--- src/common/id_macros.svh ---
`ifndef ID_MACROS_SVH
`define ID_MACROS_SVH

`define XLEN        32
`define REG_ADDR_W  5

// major opcodes
`define OPC_LUI     7'b0110111
`define OPC_AUIPC   7'b0010111
`define OPC_JAL     7'b1101111
`define OPC_JALR    7'b1100111
`define OPC_BRANCH  7'b1100011
`define OPC_LOAD    7'b0000011
`define OPC_STORE   7'b0100011
`define OPC_OP_IMM  7'b0010011
`define OPC_OP      7'b0110011

`define F3_BEQ      3'b000
`define F3_BNE      3'b001
`define F3_BLT      3'b100
`define F3_BGE      3'b101
`define F3_BLTU     3'b110
`define F3_BGEU     3'b111

`define F3_LB       3'b000
`define F3_LH       3'b001
`define F3_LW       3'b010
`define F3_LBU      3'b100
`define F3_LHU      3'b101

`define F3_SB       3'b000
`define F3_SH       3'b001
`define F3_SW       3'b010

// alu group, shared by op and op-imm
`define F3_ADD      3'b000  // add/sub, addi
`define F3_SLL      3'b001
`define F3_SLT      3'b010
`define F3_SLTU     3'b011
`define F3_XOR      3'b100
`define F3_SRL      3'b101  // srl/sra
`define F3_OR       3'b110
`define F3_AND      3'b111

`endif

--- src/common/id_pkg.sv ---
`include "id_macros.svh"

package id_pkg;

    // one instruction word, six ways to read it
    typedef union packed {
        struct packed {
            logic [6:0]             funct7;
            logic [4:0]             rs2;
            logic [4:0]             rs1;
            logic [2:0]             funct3;
            logic [`REG_ADDR_W-1:0] rd;
            logic [6:0]             opcode;
        } r_fmt;
        struct packed {
            logic [11:0]            imm;
            logic [4:0]             rs1;
            logic [2:0]             funct3;
            logic [`REG_ADDR_W-1:0] rd;
            logic [6:0]             opcode;
        } i_fmt;
        struct packed {
            logic [6:0]             imm_hi;
            logic [4:0]             rs2;
            logic [4:0]             rs1;
            logic [2:0]             funct3;
            logic [4:0]             imm_lo;
            logic [6:0]             opcode;
        } s_fmt;
        struct packed {
            logic                   imm12;
            logic [5:0]             imm10_5;
            logic [4:0]             rs2;
            logic [4:0]             rs1;
            logic [2:0]             funct3;
            logic [3:0]             imm4_1;
            logic                   imm11;
            logic [6:0]             opcode;
        } b_fmt;
        struct packed {
            logic [19:0]            imm;
            logic [`REG_ADDR_W-1:0] rd;
            logic [6:0]             opcode;
        } u_fmt;
        struct packed {
            logic                   imm20;
            logic [9:0]             imm10_1;
            logic                   imm11;
            logic [7:0]             imm19_12;
            logic [`REG_ADDR_W-1:0] rd;
            logic [6:0]             opcode;
        } j_fmt;
    } inst_u;

    typedef enum logic [4:0] {
        ALU_NOP, ALU_ADD, ALU_SUB, ALU_SLT, ALU_SLTU,
        ALU_XOR, ALU_OR, ALU_AND, ALU_SLL, ALU_SRL, ALU_SRA,
        ALU_LUI, ALU_AUIPC, ALU_JAL, ALU_JALR,
        ALU_BEQ, ALU_BNE, ALU_BLT, ALU_BGE, ALU_BLTU, ALU_BGEU,
        ALU_LB, ALU_LH, ALU_LW, ALU_LBU, ALU_LHU,
        ALU_SB, ALU_SH, ALU_SW
    } alu_op_e;

    typedef enum logic [2:0] {
        SEL_NOP, SEL_LOGIC, SEL_SHIFT, SEL_CMP,
        SEL_OTHER, SEL_JB, SEL_LOAD, SEL_STORE
    } alu_sel_e;

    typedef struct packed {
        logic                   we;
        logic [`REG_ADDR_W-1:0] addr;
        logic [`XLEN-1:0]       data;
    } fwd_t;

    typedef struct packed {
        alu_op_e                aluop;
        alu_sel_e               alusel;
        logic                   wreg;
        logic [`REG_ADDR_W-1:0] wd;
        logic                   is_jump;    // jal / jalr
        logic [2:0]             br_f3;
    } id_ctrl_t;

    typedef struct packed {
        alu_op_e                aluop;
        alu_sel_e               alusel;
        logic [`XLEN-1:0]       reg1;
        logic [`XLEN-1:0]       reg2;
        logic                   wreg;
        logic [`REG_ADDR_W-1:0] wd;
        logic [`XLEN-1:0]       link_addr;
        logic [`XLEN-1:0]       ls_offset;
    } id_ex_t;

endpackage

--- src/decode/inst_decoder.sv ---
`include "id_macros.svh"

module inst_decoder (
    input  logic                    rst_n_i,
    input  logic [`XLEN-1:0]        pc_i,       // pc + 4
    input  id_pkg::inst_u           inst_i,
    output id_pkg::id_ctrl_t        ctrl_o,
    output logic [`XLEN-1:0]        imm_o,
    output logic [`XLEN-1:0]        link_addr_o,
    output logic [`XLEN-1:0]        ls_offset_o,
    output logic                    rd1_en_o,
    output logic                    rd2_en_o,
    output logic [`REG_ADDR_W-1:0]  rd1_addr_o,
    output logic [`REG_ADDR_W-1:0]  rd2_addr_o
);

    logic [6:0]         opcode;
    logic [2:0]         funct3;
    logic               alt;        // bit 30, sub / sra
    logic               is_reg_op;
    logic [`XLEN-1:0]   i_imm;
    logic [`XLEN-1:0]   s_imm;
    logic [`XLEN-1:0]   u_imm;
    logic [`XLEN-1:0]   shamt;

    assign opcode    = inst_i.r_fmt.opcode;
    assign funct3    = inst_i.r_fmt.funct3;
    assign alt       = inst_i.r_fmt.funct7[5];
    assign is_reg_op = (opcode == `OPC_OP);

    assign i_imm = {{(`XLEN-12){inst_i.i_fmt.imm[11]}}, inst_i.i_fmt.imm};
    assign s_imm = {{(`XLEN-12){inst_i.s_fmt.imm_hi[6]}}, inst_i.s_fmt.imm_hi,
                    inst_i.s_fmt.imm_lo};
    assign u_imm = {inst_i.u_fmt.imm, 12'b0};
    assign shamt = {{(`XLEN-5){1'b0}}, inst_i.i_fmt.imm[4:0]};

    always_comb begin
        ctrl_o      = '0;       // nop, no write
        imm_o       = '0;
        link_addr_o = '0;
        ls_offset_o = '0;
        rd1_en_o    = 1'b0;
        rd2_en_o    = 1'b0;
        rd1_addr_o  = inst_i.r_fmt.rs1;
        rd2_addr_o  = inst_i.r_fmt.rs2;
        if (!rst_n_i) begin
            rd1_addr_o = '0;
            rd2_addr_o = '0;
        end else begin
            case (opcode)
                `OPC_LUI, `OPC_AUIPC: begin
                    ctrl_o.aluop  = (opcode == `OPC_LUI) ? id_pkg::ALU_LUI : id_pkg::ALU_AUIPC;
                    ctrl_o.alusel = id_pkg::SEL_OTHER;
                    ctrl_o.wreg   = 1'b1;
                    imm_o         = (opcode == `OPC_LUI) ? u_imm : u_imm + pc_i - 32'd4;
                end
                `OPC_JAL, `OPC_JALR: begin
                    ctrl_o.aluop   = (opcode == `OPC_JAL) ? id_pkg::ALU_JAL : id_pkg::ALU_JALR;
                    ctrl_o.alusel  = id_pkg::SEL_JB;
                    ctrl_o.wreg    = 1'b1;
                    ctrl_o.is_jump = 1'b1;
                    rd1_en_o       = (opcode == `OPC_JALR);  // base register
                    link_addr_o    = pc_i;
                end
                `OPC_BRANCH: begin
                    ctrl_o.alusel = id_pkg::SEL_JB;
                    ctrl_o.br_f3  = funct3;
                    rd1_en_o      = 1'b1;
                    rd2_en_o      = 1'b1;
                    case (funct3)
                        `F3_BEQ:  ctrl_o.aluop = id_pkg::ALU_BEQ;
                        `F3_BNE:  ctrl_o.aluop = id_pkg::ALU_BNE;
                        `F3_BLT:  ctrl_o.aluop = id_pkg::ALU_BLT;
                        `F3_BGE:  ctrl_o.aluop = id_pkg::ALU_BGE;
                        `F3_BLTU: ctrl_o.aluop = id_pkg::ALU_BLTU;
                        `F3_BGEU: ctrl_o.aluop = id_pkg::ALU_BGEU;
                        default:  ctrl_o.aluop = id_pkg::ALU_NOP;
                    endcase
                end
                `OPC_LOAD: begin
                    ctrl_o.alusel = id_pkg::SEL_LOAD;
                    ctrl_o.wreg   = 1'b1;
                    rd1_en_o      = 1'b1;
                    ls_offset_o   = i_imm;
                    case (funct3)
                        `F3_LB:  ctrl_o.aluop = id_pkg::ALU_LB;
                        `F3_LH:  ctrl_o.aluop = id_pkg::ALU_LH;
                        `F3_LW:  ctrl_o.aluop = id_pkg::ALU_LW;
                        `F3_LBU: ctrl_o.aluop = id_pkg::ALU_LBU;
                        `F3_LHU: ctrl_o.aluop = id_pkg::ALU_LHU;
                        default: ctrl_o.aluop = id_pkg::ALU_NOP;
                    endcase
                end
                `OPC_STORE: begin
                    ctrl_o.alusel = id_pkg::SEL_STORE;
                    rd1_en_o      = 1'b1;
                    rd2_en_o      = 1'b1;
                    ls_offset_o   = s_imm;
                    case (funct3)
                        `F3_SB:  ctrl_o.aluop = id_pkg::ALU_SB;
                        `F3_SH:  ctrl_o.aluop = id_pkg::ALU_SH;
                        `F3_SW:  ctrl_o.aluop = id_pkg::ALU_SW;
                        default: ctrl_o.aluop = id_pkg::ALU_NOP;
                    endcase
                end
                `OPC_OP_IMM, `OPC_OP: begin
                    ctrl_o.wreg   = 1'b1;
                    rd1_en_o      = 1'b1;
                    rd2_en_o      = is_reg_op;
                    imm_o         = is_reg_op ? '0 : i_imm;
                    ctrl_o.alusel = id_pkg::SEL_LOGIC;
                    case (funct3)
                        `F3_ADD: ctrl_o.aluop = (alt && is_reg_op) ? id_pkg::ALU_SUB
                                                                   : id_pkg::ALU_ADD;
                        `F3_XOR: ctrl_o.aluop = id_pkg::ALU_XOR;
                        `F3_OR:  ctrl_o.aluop = id_pkg::ALU_OR;
                        `F3_AND: ctrl_o.aluop = id_pkg::ALU_AND;
                        `F3_SLT, `F3_SLTU: begin
                            ctrl_o.aluop  = (funct3 == `F3_SLT) ? id_pkg::ALU_SLT
                                                                : id_pkg::ALU_SLTU;
                            ctrl_o.alusel = id_pkg::SEL_CMP;
                        end
                        `F3_SLL, `F3_SRL: begin
                            if (funct3 == `F3_SLL) begin
                                ctrl_o.aluop = id_pkg::ALU_SLL;
                            end else begin
                                ctrl_o.aluop = alt ? id_pkg::ALU_SRA : id_pkg::ALU_SRL;
                            end
                            ctrl_o.alusel = id_pkg::SEL_SHIFT;
                            imm_o         = is_reg_op ? '0 : shamt;
                        end
                        default: ctrl_o.aluop = id_pkg::ALU_NOP;
                    endcase
                end
                default: ;
            endcase
            // bad funct3 falls back to a plain nop
            if (ctrl_o.aluop == id_pkg::ALU_NOP) begin
                ctrl_o      = '0;
                imm_o       = '0;
                link_addr_o = '0;
                ls_offset_o = '0;
                rd1_en_o    = 1'b0;
                rd2_en_o    = 1'b0;
            end
            ctrl_o.wd = ctrl_o.wreg ? inst_i.r_fmt.rd : '0;
        end
    end

endmodule

--- src/decode/operand_forward.sv ---
`include "id_macros.svh"

module operand_forward (
    input  logic                    rd1_en_i,
    input  logic                    rd2_en_i,
    input  logic [`REG_ADDR_W-1:0]  rd1_addr_i,
    input  logic [`REG_ADDR_W-1:0]  rd2_addr_i,
    input  logic [`XLEN-1:0]        reg1_data_i,
    input  logic [`XLEN-1:0]        reg2_data_i,
    input  logic [`XLEN-1:0]        imm_i,
    input  id_pkg::fwd_t            ex_fwd_i,
    input  id_pkg::fwd_t            mem_fwd_i,
    output logic [`XLEN-1:0]        reg1_o,
    output logic [`XLEN-1:0]        reg2_o
);

    // ex beats mem beats regfile; unread operands take the immediate
    function automatic logic [`XLEN-1:0] pick_operand(
        input logic                   rd_en,
        input logic [`REG_ADDR_W-1:0] addr,
        input logic [`XLEN-1:0]       rf_data,
        input id_pkg::fwd_t           ex,
        input id_pkg::fwd_t           mem,
        input logic [`XLEN-1:0]       imm
    );
        if (!rd_en) begin
            return imm;
        end
        if (ex.we && (ex.addr == addr)) begin   // x0 matches too
            return ex.data;
        end
        if (mem.we && (mem.addr == addr)) begin
            return mem.data;
        end
        return rf_data;
    endfunction

    assign reg1_o = pick_operand(rd1_en_i, rd1_addr_i, reg1_data_i,
                                 ex_fwd_i, mem_fwd_i, imm_i);
    assign reg2_o = pick_operand(rd2_en_i, rd2_addr_i, reg2_data_i,
                                 ex_fwd_i, mem_fwd_i, imm_i);

endmodule

--- src/decode/branch_unit.sv ---
`include "id_macros.svh"

module branch_unit (
    input  logic                rst_n_i,
    input  logic [`XLEN-1:0]    pc_i,       // pc + 4
    input  id_pkg::inst_u       inst_i,
    input  id_pkg::id_ctrl_t    ctrl_i,
    input  logic [`XLEN-1:0]    reg1_i,
    input  logic [`XLEN-1:0]    reg2_i,
    output logic                branch_flag_o,
    output logic [`XLEN-1:0]    branch_addr_o
);

    logic [`XLEN-1:0]   inst_pc;
    logic [`XLEN-1:0]   b_imm;
    logic [`XLEN-1:0]   j_imm;
    logic [`XLEN-1:0]   i_imm;
    logic               eq;
    logic               lt_s;
    logic               lt_u;
    logic               taken;

    assign inst_pc = pc_i - 32'd4;
    assign b_imm = {{(`XLEN-12){inst_i.b_fmt.imm12}}, inst_i.b_fmt.imm11,
                    inst_i.b_fmt.imm10_5, inst_i.b_fmt.imm4_1, 1'b0};
    assign j_imm = {{(`XLEN-20){inst_i.j_fmt.imm20}}, inst_i.j_fmt.imm19_12,
                    inst_i.j_fmt.imm11, inst_i.j_fmt.imm10_1, 1'b0};
    assign i_imm = {{(`XLEN-12){inst_i.i_fmt.imm[11]}}, inst_i.i_fmt.imm};

    assign eq   = (reg1_i == reg2_i);
    assign lt_s = ($signed(reg1_i) < $signed(reg2_i));
    assign lt_u = (reg1_i < reg2_i);

    always_comb begin
        case (ctrl_i.br_f3)
            `F3_BEQ:  taken = eq;
            `F3_BNE:  taken = !eq;
            `F3_BLT:  taken = lt_s;
            `F3_BGE:  taken = !lt_s;
            `F3_BLTU: taken = lt_u;
            `F3_BGEU: taken = !lt_u;
            default:  taken = 1'b0;
        endcase
    end

    always_comb begin
        branch_flag_o = 1'b0;
        branch_addr_o = '0;
        if (!rst_n_i) begin
            branch_flag_o = 1'b0;
        end else if (ctrl_i.is_jump) begin
            branch_flag_o = 1'b1;
            if (ctrl_i.aluop == id_pkg::ALU_JALR) begin
                branch_addr_o = reg1_i + i_imm;     // bit 0 left as is
            end else begin
                branch_addr_o = inst_pc + j_imm;
            end
        end else if (ctrl_i.alusel == id_pkg::SEL_JB) begin
            branch_flag_o = taken;
            branch_addr_o = taken ? inst_pc + b_imm : pc_i;
        end
    end

endmodule

--- src/id_ex_reg.sv ---
`include "id_macros.svh"

module id_ex_reg (
    input  logic                clk_i,
    input  logic                rst_n_i,
    input  logic                rdy_i,
    input  id_pkg::id_ctrl_t    ctrl_i,
    input  logic [`XLEN-1:0]    reg1_i,
    input  logic [`XLEN-1:0]    reg2_i,
    input  logic [`XLEN-1:0]    link_addr_i,
    input  logic [`XLEN-1:0]    ls_offset_i,
    output id_pkg::id_ex_t      id_ex_o
);

    id_pkg::id_ex_t stage_d;

    always_comb begin
        stage_d.aluop     = ctrl_i.aluop;
        stage_d.alusel    = ctrl_i.alusel;
        stage_d.reg1      = reg1_i;
        stage_d.reg2      = reg2_i;
        stage_d.wreg      = ctrl_i.wreg;
        stage_d.wd        = ctrl_i.wd;
        stage_d.link_addr = link_addr_i;
        stage_d.ls_offset = ls_offset_i;
    end

    always_ff @(posedge clk_i or negedge rst_n_i) begin
        if (!rst_n_i) begin
            id_ex_o <= '0;          // nop, no write
        end else if (rdy_i) begin
            id_ex_o <= stage_d;
        end
    end

endmodule

--- src/id_stage.sv ---
`include "id_macros.svh"

module id_stage (
    input  logic                    clk_i,
    input  logic                    rst_n_i,
    input  logic                    rdy_i,
    input  logic [`XLEN-1:0]        pc_i,
    input  logic [`XLEN-1:0]        inst_i,
    input  logic [`XLEN-1:0]        reg1_data_i,
    input  logic [`XLEN-1:0]        reg2_data_i,
    input  id_pkg::fwd_t            ex_fwd_i,
    input  id_pkg::fwd_t            mem_fwd_i,
    output logic                    reg1_read_o,
    output logic                    reg2_read_o,
    output logic [`REG_ADDR_W-1:0]  reg1_addr_o,
    output logic [`REG_ADDR_W-1:0]  reg2_addr_o,
    output logic                    branch_flag_o,
    output logic [`XLEN-1:0]        branch_addr_o,
    output id_pkg::id_ex_t          id_ex_o
);

    id_pkg::id_ctrl_t   ctrl;
    logic [`XLEN-1:0]   imm;
    logic [`XLEN-1:0]   link_addr;
    logic [`XLEN-1:0]   ls_offset;
    logic [`XLEN-1:0]   reg1;
    logic [`XLEN-1:0]   reg2;

    inst_decoder u_decoder (
        .rst_n_i     (rst_n_i),
        .pc_i        (pc_i),
        .inst_i      (inst_i),
        .ctrl_o      (ctrl),
        .imm_o       (imm),
        .link_addr_o (link_addr),
        .ls_offset_o (ls_offset),
        .rd1_en_o    (reg1_read_o),
        .rd2_en_o    (reg2_read_o),
        .rd1_addr_o  (reg1_addr_o),
        .rd2_addr_o  (reg2_addr_o)
    );

    operand_forward u_forward (
        .rd1_en_i    (reg1_read_o),
        .rd2_en_i    (reg2_read_o),
        .rd1_addr_i  (reg1_addr_o),
        .rd2_addr_i  (reg2_addr_o),
        .reg1_data_i (reg1_data_i),
        .reg2_data_i (reg2_data_i),
        .imm_i       (imm),
        .ex_fwd_i    (ex_fwd_i),
        .mem_fwd_i   (mem_fwd_i),
        .reg1_o      (reg1),
        .reg2_o      (reg2)
    );

    // redirect to fetch, same cycle
    branch_unit u_branch (
        .rst_n_i       (rst_n_i),
        .pc_i          (pc_i),
        .inst_i        (inst_i),
        .ctrl_i        (ctrl),
        .reg1_i        (reg1),
        .reg2_i        (reg2),
        .branch_flag_o (branch_flag_o),
        .branch_addr_o (branch_addr_o)
    );

    id_ex_reg u_id_ex (
        .clk_i       (clk_i),
        .rst_n_i     (rst_n_i),
        .rdy_i       (rdy_i),
        .ctrl_i      (ctrl),
        .reg1_i      (reg1),
        .reg2_i      (reg2),
        .link_addr_i (link_addr),
        .ls_offset_i (ls_offset),
        .id_ex_o     (id_ex_o)
    );

endmodule

--- config.mk ---
export PLATFORM = sky130hd
export DESIGN_NAME = id_stage
export DESIGN_NICKNAME = d
export VERILOG_FILES = /design/src/common/id_pkg.sv /design/src/decode/inst_decoder.sv /design/src/decode/operand_forward.sv /design/src/decode/branch_unit.sv /design/src/id_ex_reg.sv /design/src/id_stage.sv
export VERILOG_INCLUDE_DIRS = /design/src /design/src/common
export SDC_FILE = /design/constraint.sdc
export NUM_CORES = 1
export LEC_CHECK = 0
export BUFFER_PORTS_ARGS = -buffer_cell sky130_fd_sc_hd__buf_2
export CAP_MARGIN = 20
export CORE_MARGIN = 2
export CORE_UTILIZATION = 42
export CTS_CLUSTER_DIAMETER = 150
export DETAILED_ROUTE_END_ITERATION = 6
export GPL_ROUTABILITY_DRIVEN = 0
export HOLD_SLACK_MARGIN = 0.15
export PLACE_DENSITY = 0.64
export SLEW_MARGIN = 20
export SYNTH_ARGS = -nofsm -noshare
export SYNTH_HDL_FRONTEND = slang
export SYNTH_SLANG_ARGS = --single-unit
--- constraint.sdc ---
create_clock -name clk_i -period 13.6 [get_ports clk_i]
set_clock_uncertainty 0.1 [all_clocks]
set_input_delay 0.68 -clock clk_i [delete_from_list [all_inputs] [get_ports clk_i]]
set_output_delay 0.68 -clock clk_i [all_outputs]
set_load 0.005 [all_outputs]
==> flow_metrics.py <==
metrics = {
    "layout": {
        "nets": 2814,
        "largest_reg_flops": 122,
        "stdcell_count": 2965,
        "top_register": "u_id_ex.id_ex_o",
        "final_common_cell": "buf_2",
        "fillers": 3845,
        "area_growth_pct": 17.3,
        "layout_common_cells": "391 x buf_2, 257 x a21oi_1, 215 x nor2_1, 165 x nand2_1, 163 x ha_1",
        "stdcell_area_sq_um": 19000,
        "reg.largest.list": "u_id_ex.id_ex_o (122)",
        "drive_gt1_share_pct": 20.4,
    },
    "job": {
        "drv_cap": 0,
    },
    "sta": {
        "rsz0062_at_grt": "false",
        "setup_viol": 0,
        "setup_ws_ps": 4860,
        "fin_setup_tns_ps": 0,
        "relSlewSlack_pct": 23.3,
        "max_freq_mhz": 114,
        "finalCritPeriodShare_pct": 64.3,
        "slew_viol_final": 0,
        "report.final.hold_viol_count": 0,
        "tightest_slew_ps": 1150,
        "finalCriticalPeriod_ps": 8740,
    },
    "critical_path": {
        "crit_chain": "dlygate4sd3_1 -> buf_6 -> nand2_1 -> xnor2_1 -> or4b_2 -> buf_4 -> mux2i_1 -> a21oi_1 -> a32oi_1 -> a21oi_1 -> ha_1 -> nand4_1 -> a211oi_1 -> a2111oi_0 -> o211ai_1 -> nor3_1 -> mux2i_1 -> nor3_1 -> o21a_1 -> nor2_1 -> a221o_1 -> buf_2",
        "critPathMaxStageDelay_ps": 670,
        "startpoint_type": "primary input",
        "r2r_cells": 1,
        "cp_data_required_time_ps": 12820,
        "critical_path_class": "primary input to output pin",
        "cp_slowest_cell": "or4b_2",
        "path_delay_family": "compound AO/OA/AOI/OAI gates",
        "endpoint_kind": "output pin",
        "path_max_fanout": 74,
        "worst-path-stages": 22,
        "worstPathArrival_ps": 7960,
        "cp_num_buf_inv": 4,
    },
    "routing": {
        "wirelength_um": 67200,
        "vias": 18051,
        "drc": 0,
        "drt_iter0_drc": 1611,
        "viasPerCell": 6.09,
        "ant_nets": 0,
        "routedWlPerCell_um": 22.7,
        "dr.pass1.iters": 6,
    },
    "clock_tree": {
        "cts_inserted_buffers": 17,
        "cts.htree.levels": 4,
        "clockBufferDepth": 2,
        "cts_tree": "yes",
        "clockRootBuffer": "clkbuf_16",
        "cts_resized": 0,
        "cts.sinks": 122,
        "insertion_delay_ps": 430,
        "clkSlewWorstSetupHoldPaths_ps": 70,
    },
    "die": {
        "dieWidth_um": 200,
        "fp.dieH_um": 200,
        "ios": 394,
        "start_util_pct": 42.9,
        "dieArea_sq_um": 40200,
        "row_count": 71,
        "core_sq_um": 37800,
    },
    "synth": {
        "synth_top_family_by_area": "compound AO/OA/AOI/OAI gates",
        "synth_simple_gate_area_share_pct": 19.0,
        "synth-seq-area-share_pct": 18.8,
        "async_reset_ff_share_pct": 100,
        "synth_nets": 2518,
        "yosysUniqueCellTypes": 84,
        "synth_compound_area_share_pct": 27.2,
        "muxShareOfSynthArea_pct": 7.99,
        "synthAdderAreaFrac_pct": 13.1,
        "synth_xor_area_share_pct": 6.97,
        "synth_flop_cell": "dfrtp_1",
        "synth_area_sq_um": 16200,
        "ys_seq_elements": 122,
        "synth-edff-count": 0,
        "avgSynthCellArea_sq_um": 7.56,
        "synth_cells": 2144,
        "yosys_warnings": 0,
    },
    "worst_hold_path": {
        "worstHoldPathCells": 1,
        "min_path_type": "register to register",
    },
    "power": {
        "p_total_uw": 1370,
        "ir_drop_mv": 0.0873,
        "power_leakage_uw": 0.00992,
        "p_per_area_nw_per_um2": 72.2,
    },
    "run_status": {
        "status": "complete, no violations",
    },
    "global_route": {
        "grt_usage_pct": 32.1,
        "antenna_found_initial": 1,
        "overflow": 0,
        "grt_pass1_vias": 17264,
        "grt_max_degree": 75,
        "grt_pass1_wl_um": 100000,
    },
    "place": {
        "post-place-ws_ps": 5120,
        "place_hpwl_um": 52200,
        "placed_area_sq_um": 18400,
        "io_buffers": 393,
        "dp_cells": 2931,
    },
}
[layer usage]
layer	up-vias	wire, um	track usage [%]
li1	8379	-	-
met1	8535	26700	39.2
met2	941	30700	51.8
met3	196	5900	7.81
met4	0	3940	18.5
met5	-	0	0
[logic make-up (layout without fill, tap and decap cells)]
kind of cell,count (synthesis),in the layout
fa+ha+maj,167,167
simple gates,651,651
other cells,0,2
flops,122,122
compound gates,681,681
mux,126,126
xor+xnor,129,129
buf+inv,268,576
[final cells by class]
class | instances | area, sq um | area share, %
multi-input combinational | 1754 | 12100 | 63.6
sequential | 122 | 3050 | 16.1
timing repair buffer | 414 | 2140 | 11.2
tap | 511 | 639 | 3.36
inverter | 131 | 492 | 2.59
clock buffer | 20 | 457 | 2.40
clock inverter | 11 | 144 | 0.757
antenna | 2 | 5.00 | 0.0263
[synth_stat cells (14+ instances only)]
master	n	share of area [%]
mux2_2	28	1.9
dfrtp_1	122	19
o211ai_1	21	0.97
o21ai_0	87	2.7
buf_1	18	0.42
o21a_1	16	0.74
and2_1	14	0.54
o21bai_1	14	0.65
nand3_1	49	1.5
xor2_1	35	1.9
a22o_1	16	0.86
a211oi_1	17	0.79
o22ai_1	24	0.93
and3_1	30	1.2
a21o_1	48	2.2
buf_4	20	0.93
ha_1	163	13
nor2b_1	25	0.96
clkbuf_1	82	1.9
nand2b_1	25	0.96
mux2i_1	98	6.0
a31oi_1	21	0.81
o2bb2ai_1	40	2.2
inv_1	130	3.0
xnor2_1	94	5.1
nor3_1	42	1.3
nand2_1	165	3.8
a21oi_1	258	8.0
nor2_1	215	5.0
or3_1	14	0.54
[what timing repair did]
| action | 4_1_cts | 5_1_grt |
|---|---|---|
| setup buffers | 0 | 0 |
| hold endpoints to repair | 14 | 0 |
| endpoints found under the setup margin | 0 | 0 |
| hold buffers | 1 | 0 |
[power breakdown]
group	internal [uW]	switching [uW]	total [uW]
registers	369	3.81	373
logic	197	314	511
clock network	296	192	488
total	863	510	1370
[metrics by stage]
step	hold WS (ps)	utilization [%]
6_report	384	50.2
5_1_grt	395	50.2
4_1_cts	388	50.2
3_5_place_dp	363	48.6
3_3_place_gp	362	48.6
2_1_floorplan	284	-
[path summary, 6_finish.rpt]
path	from	endpoint	slack, ps
max	rst_n_i	branch_addr_o[28]	4860
min	u_id_ex.id_ex_o[69]	u_id_ex.id_ex_o[69]	380
max reg2reg	u_id_ex.id_ex_o[30]	u_id_ex.id_ex_o[30]	12560
min reg2reg	u_id_ex.id_ex_o[69]	u_id_ex.id_ex_o[69]	380
max in group asynchronous	rst_n_i	u_id_ex.id_ex_o[78]	11010
min in group asynchronous	rst_n_i	u_id_ex.id_ex_o[71]	690
Note: power is estimated with default switching activity, not from simulation.
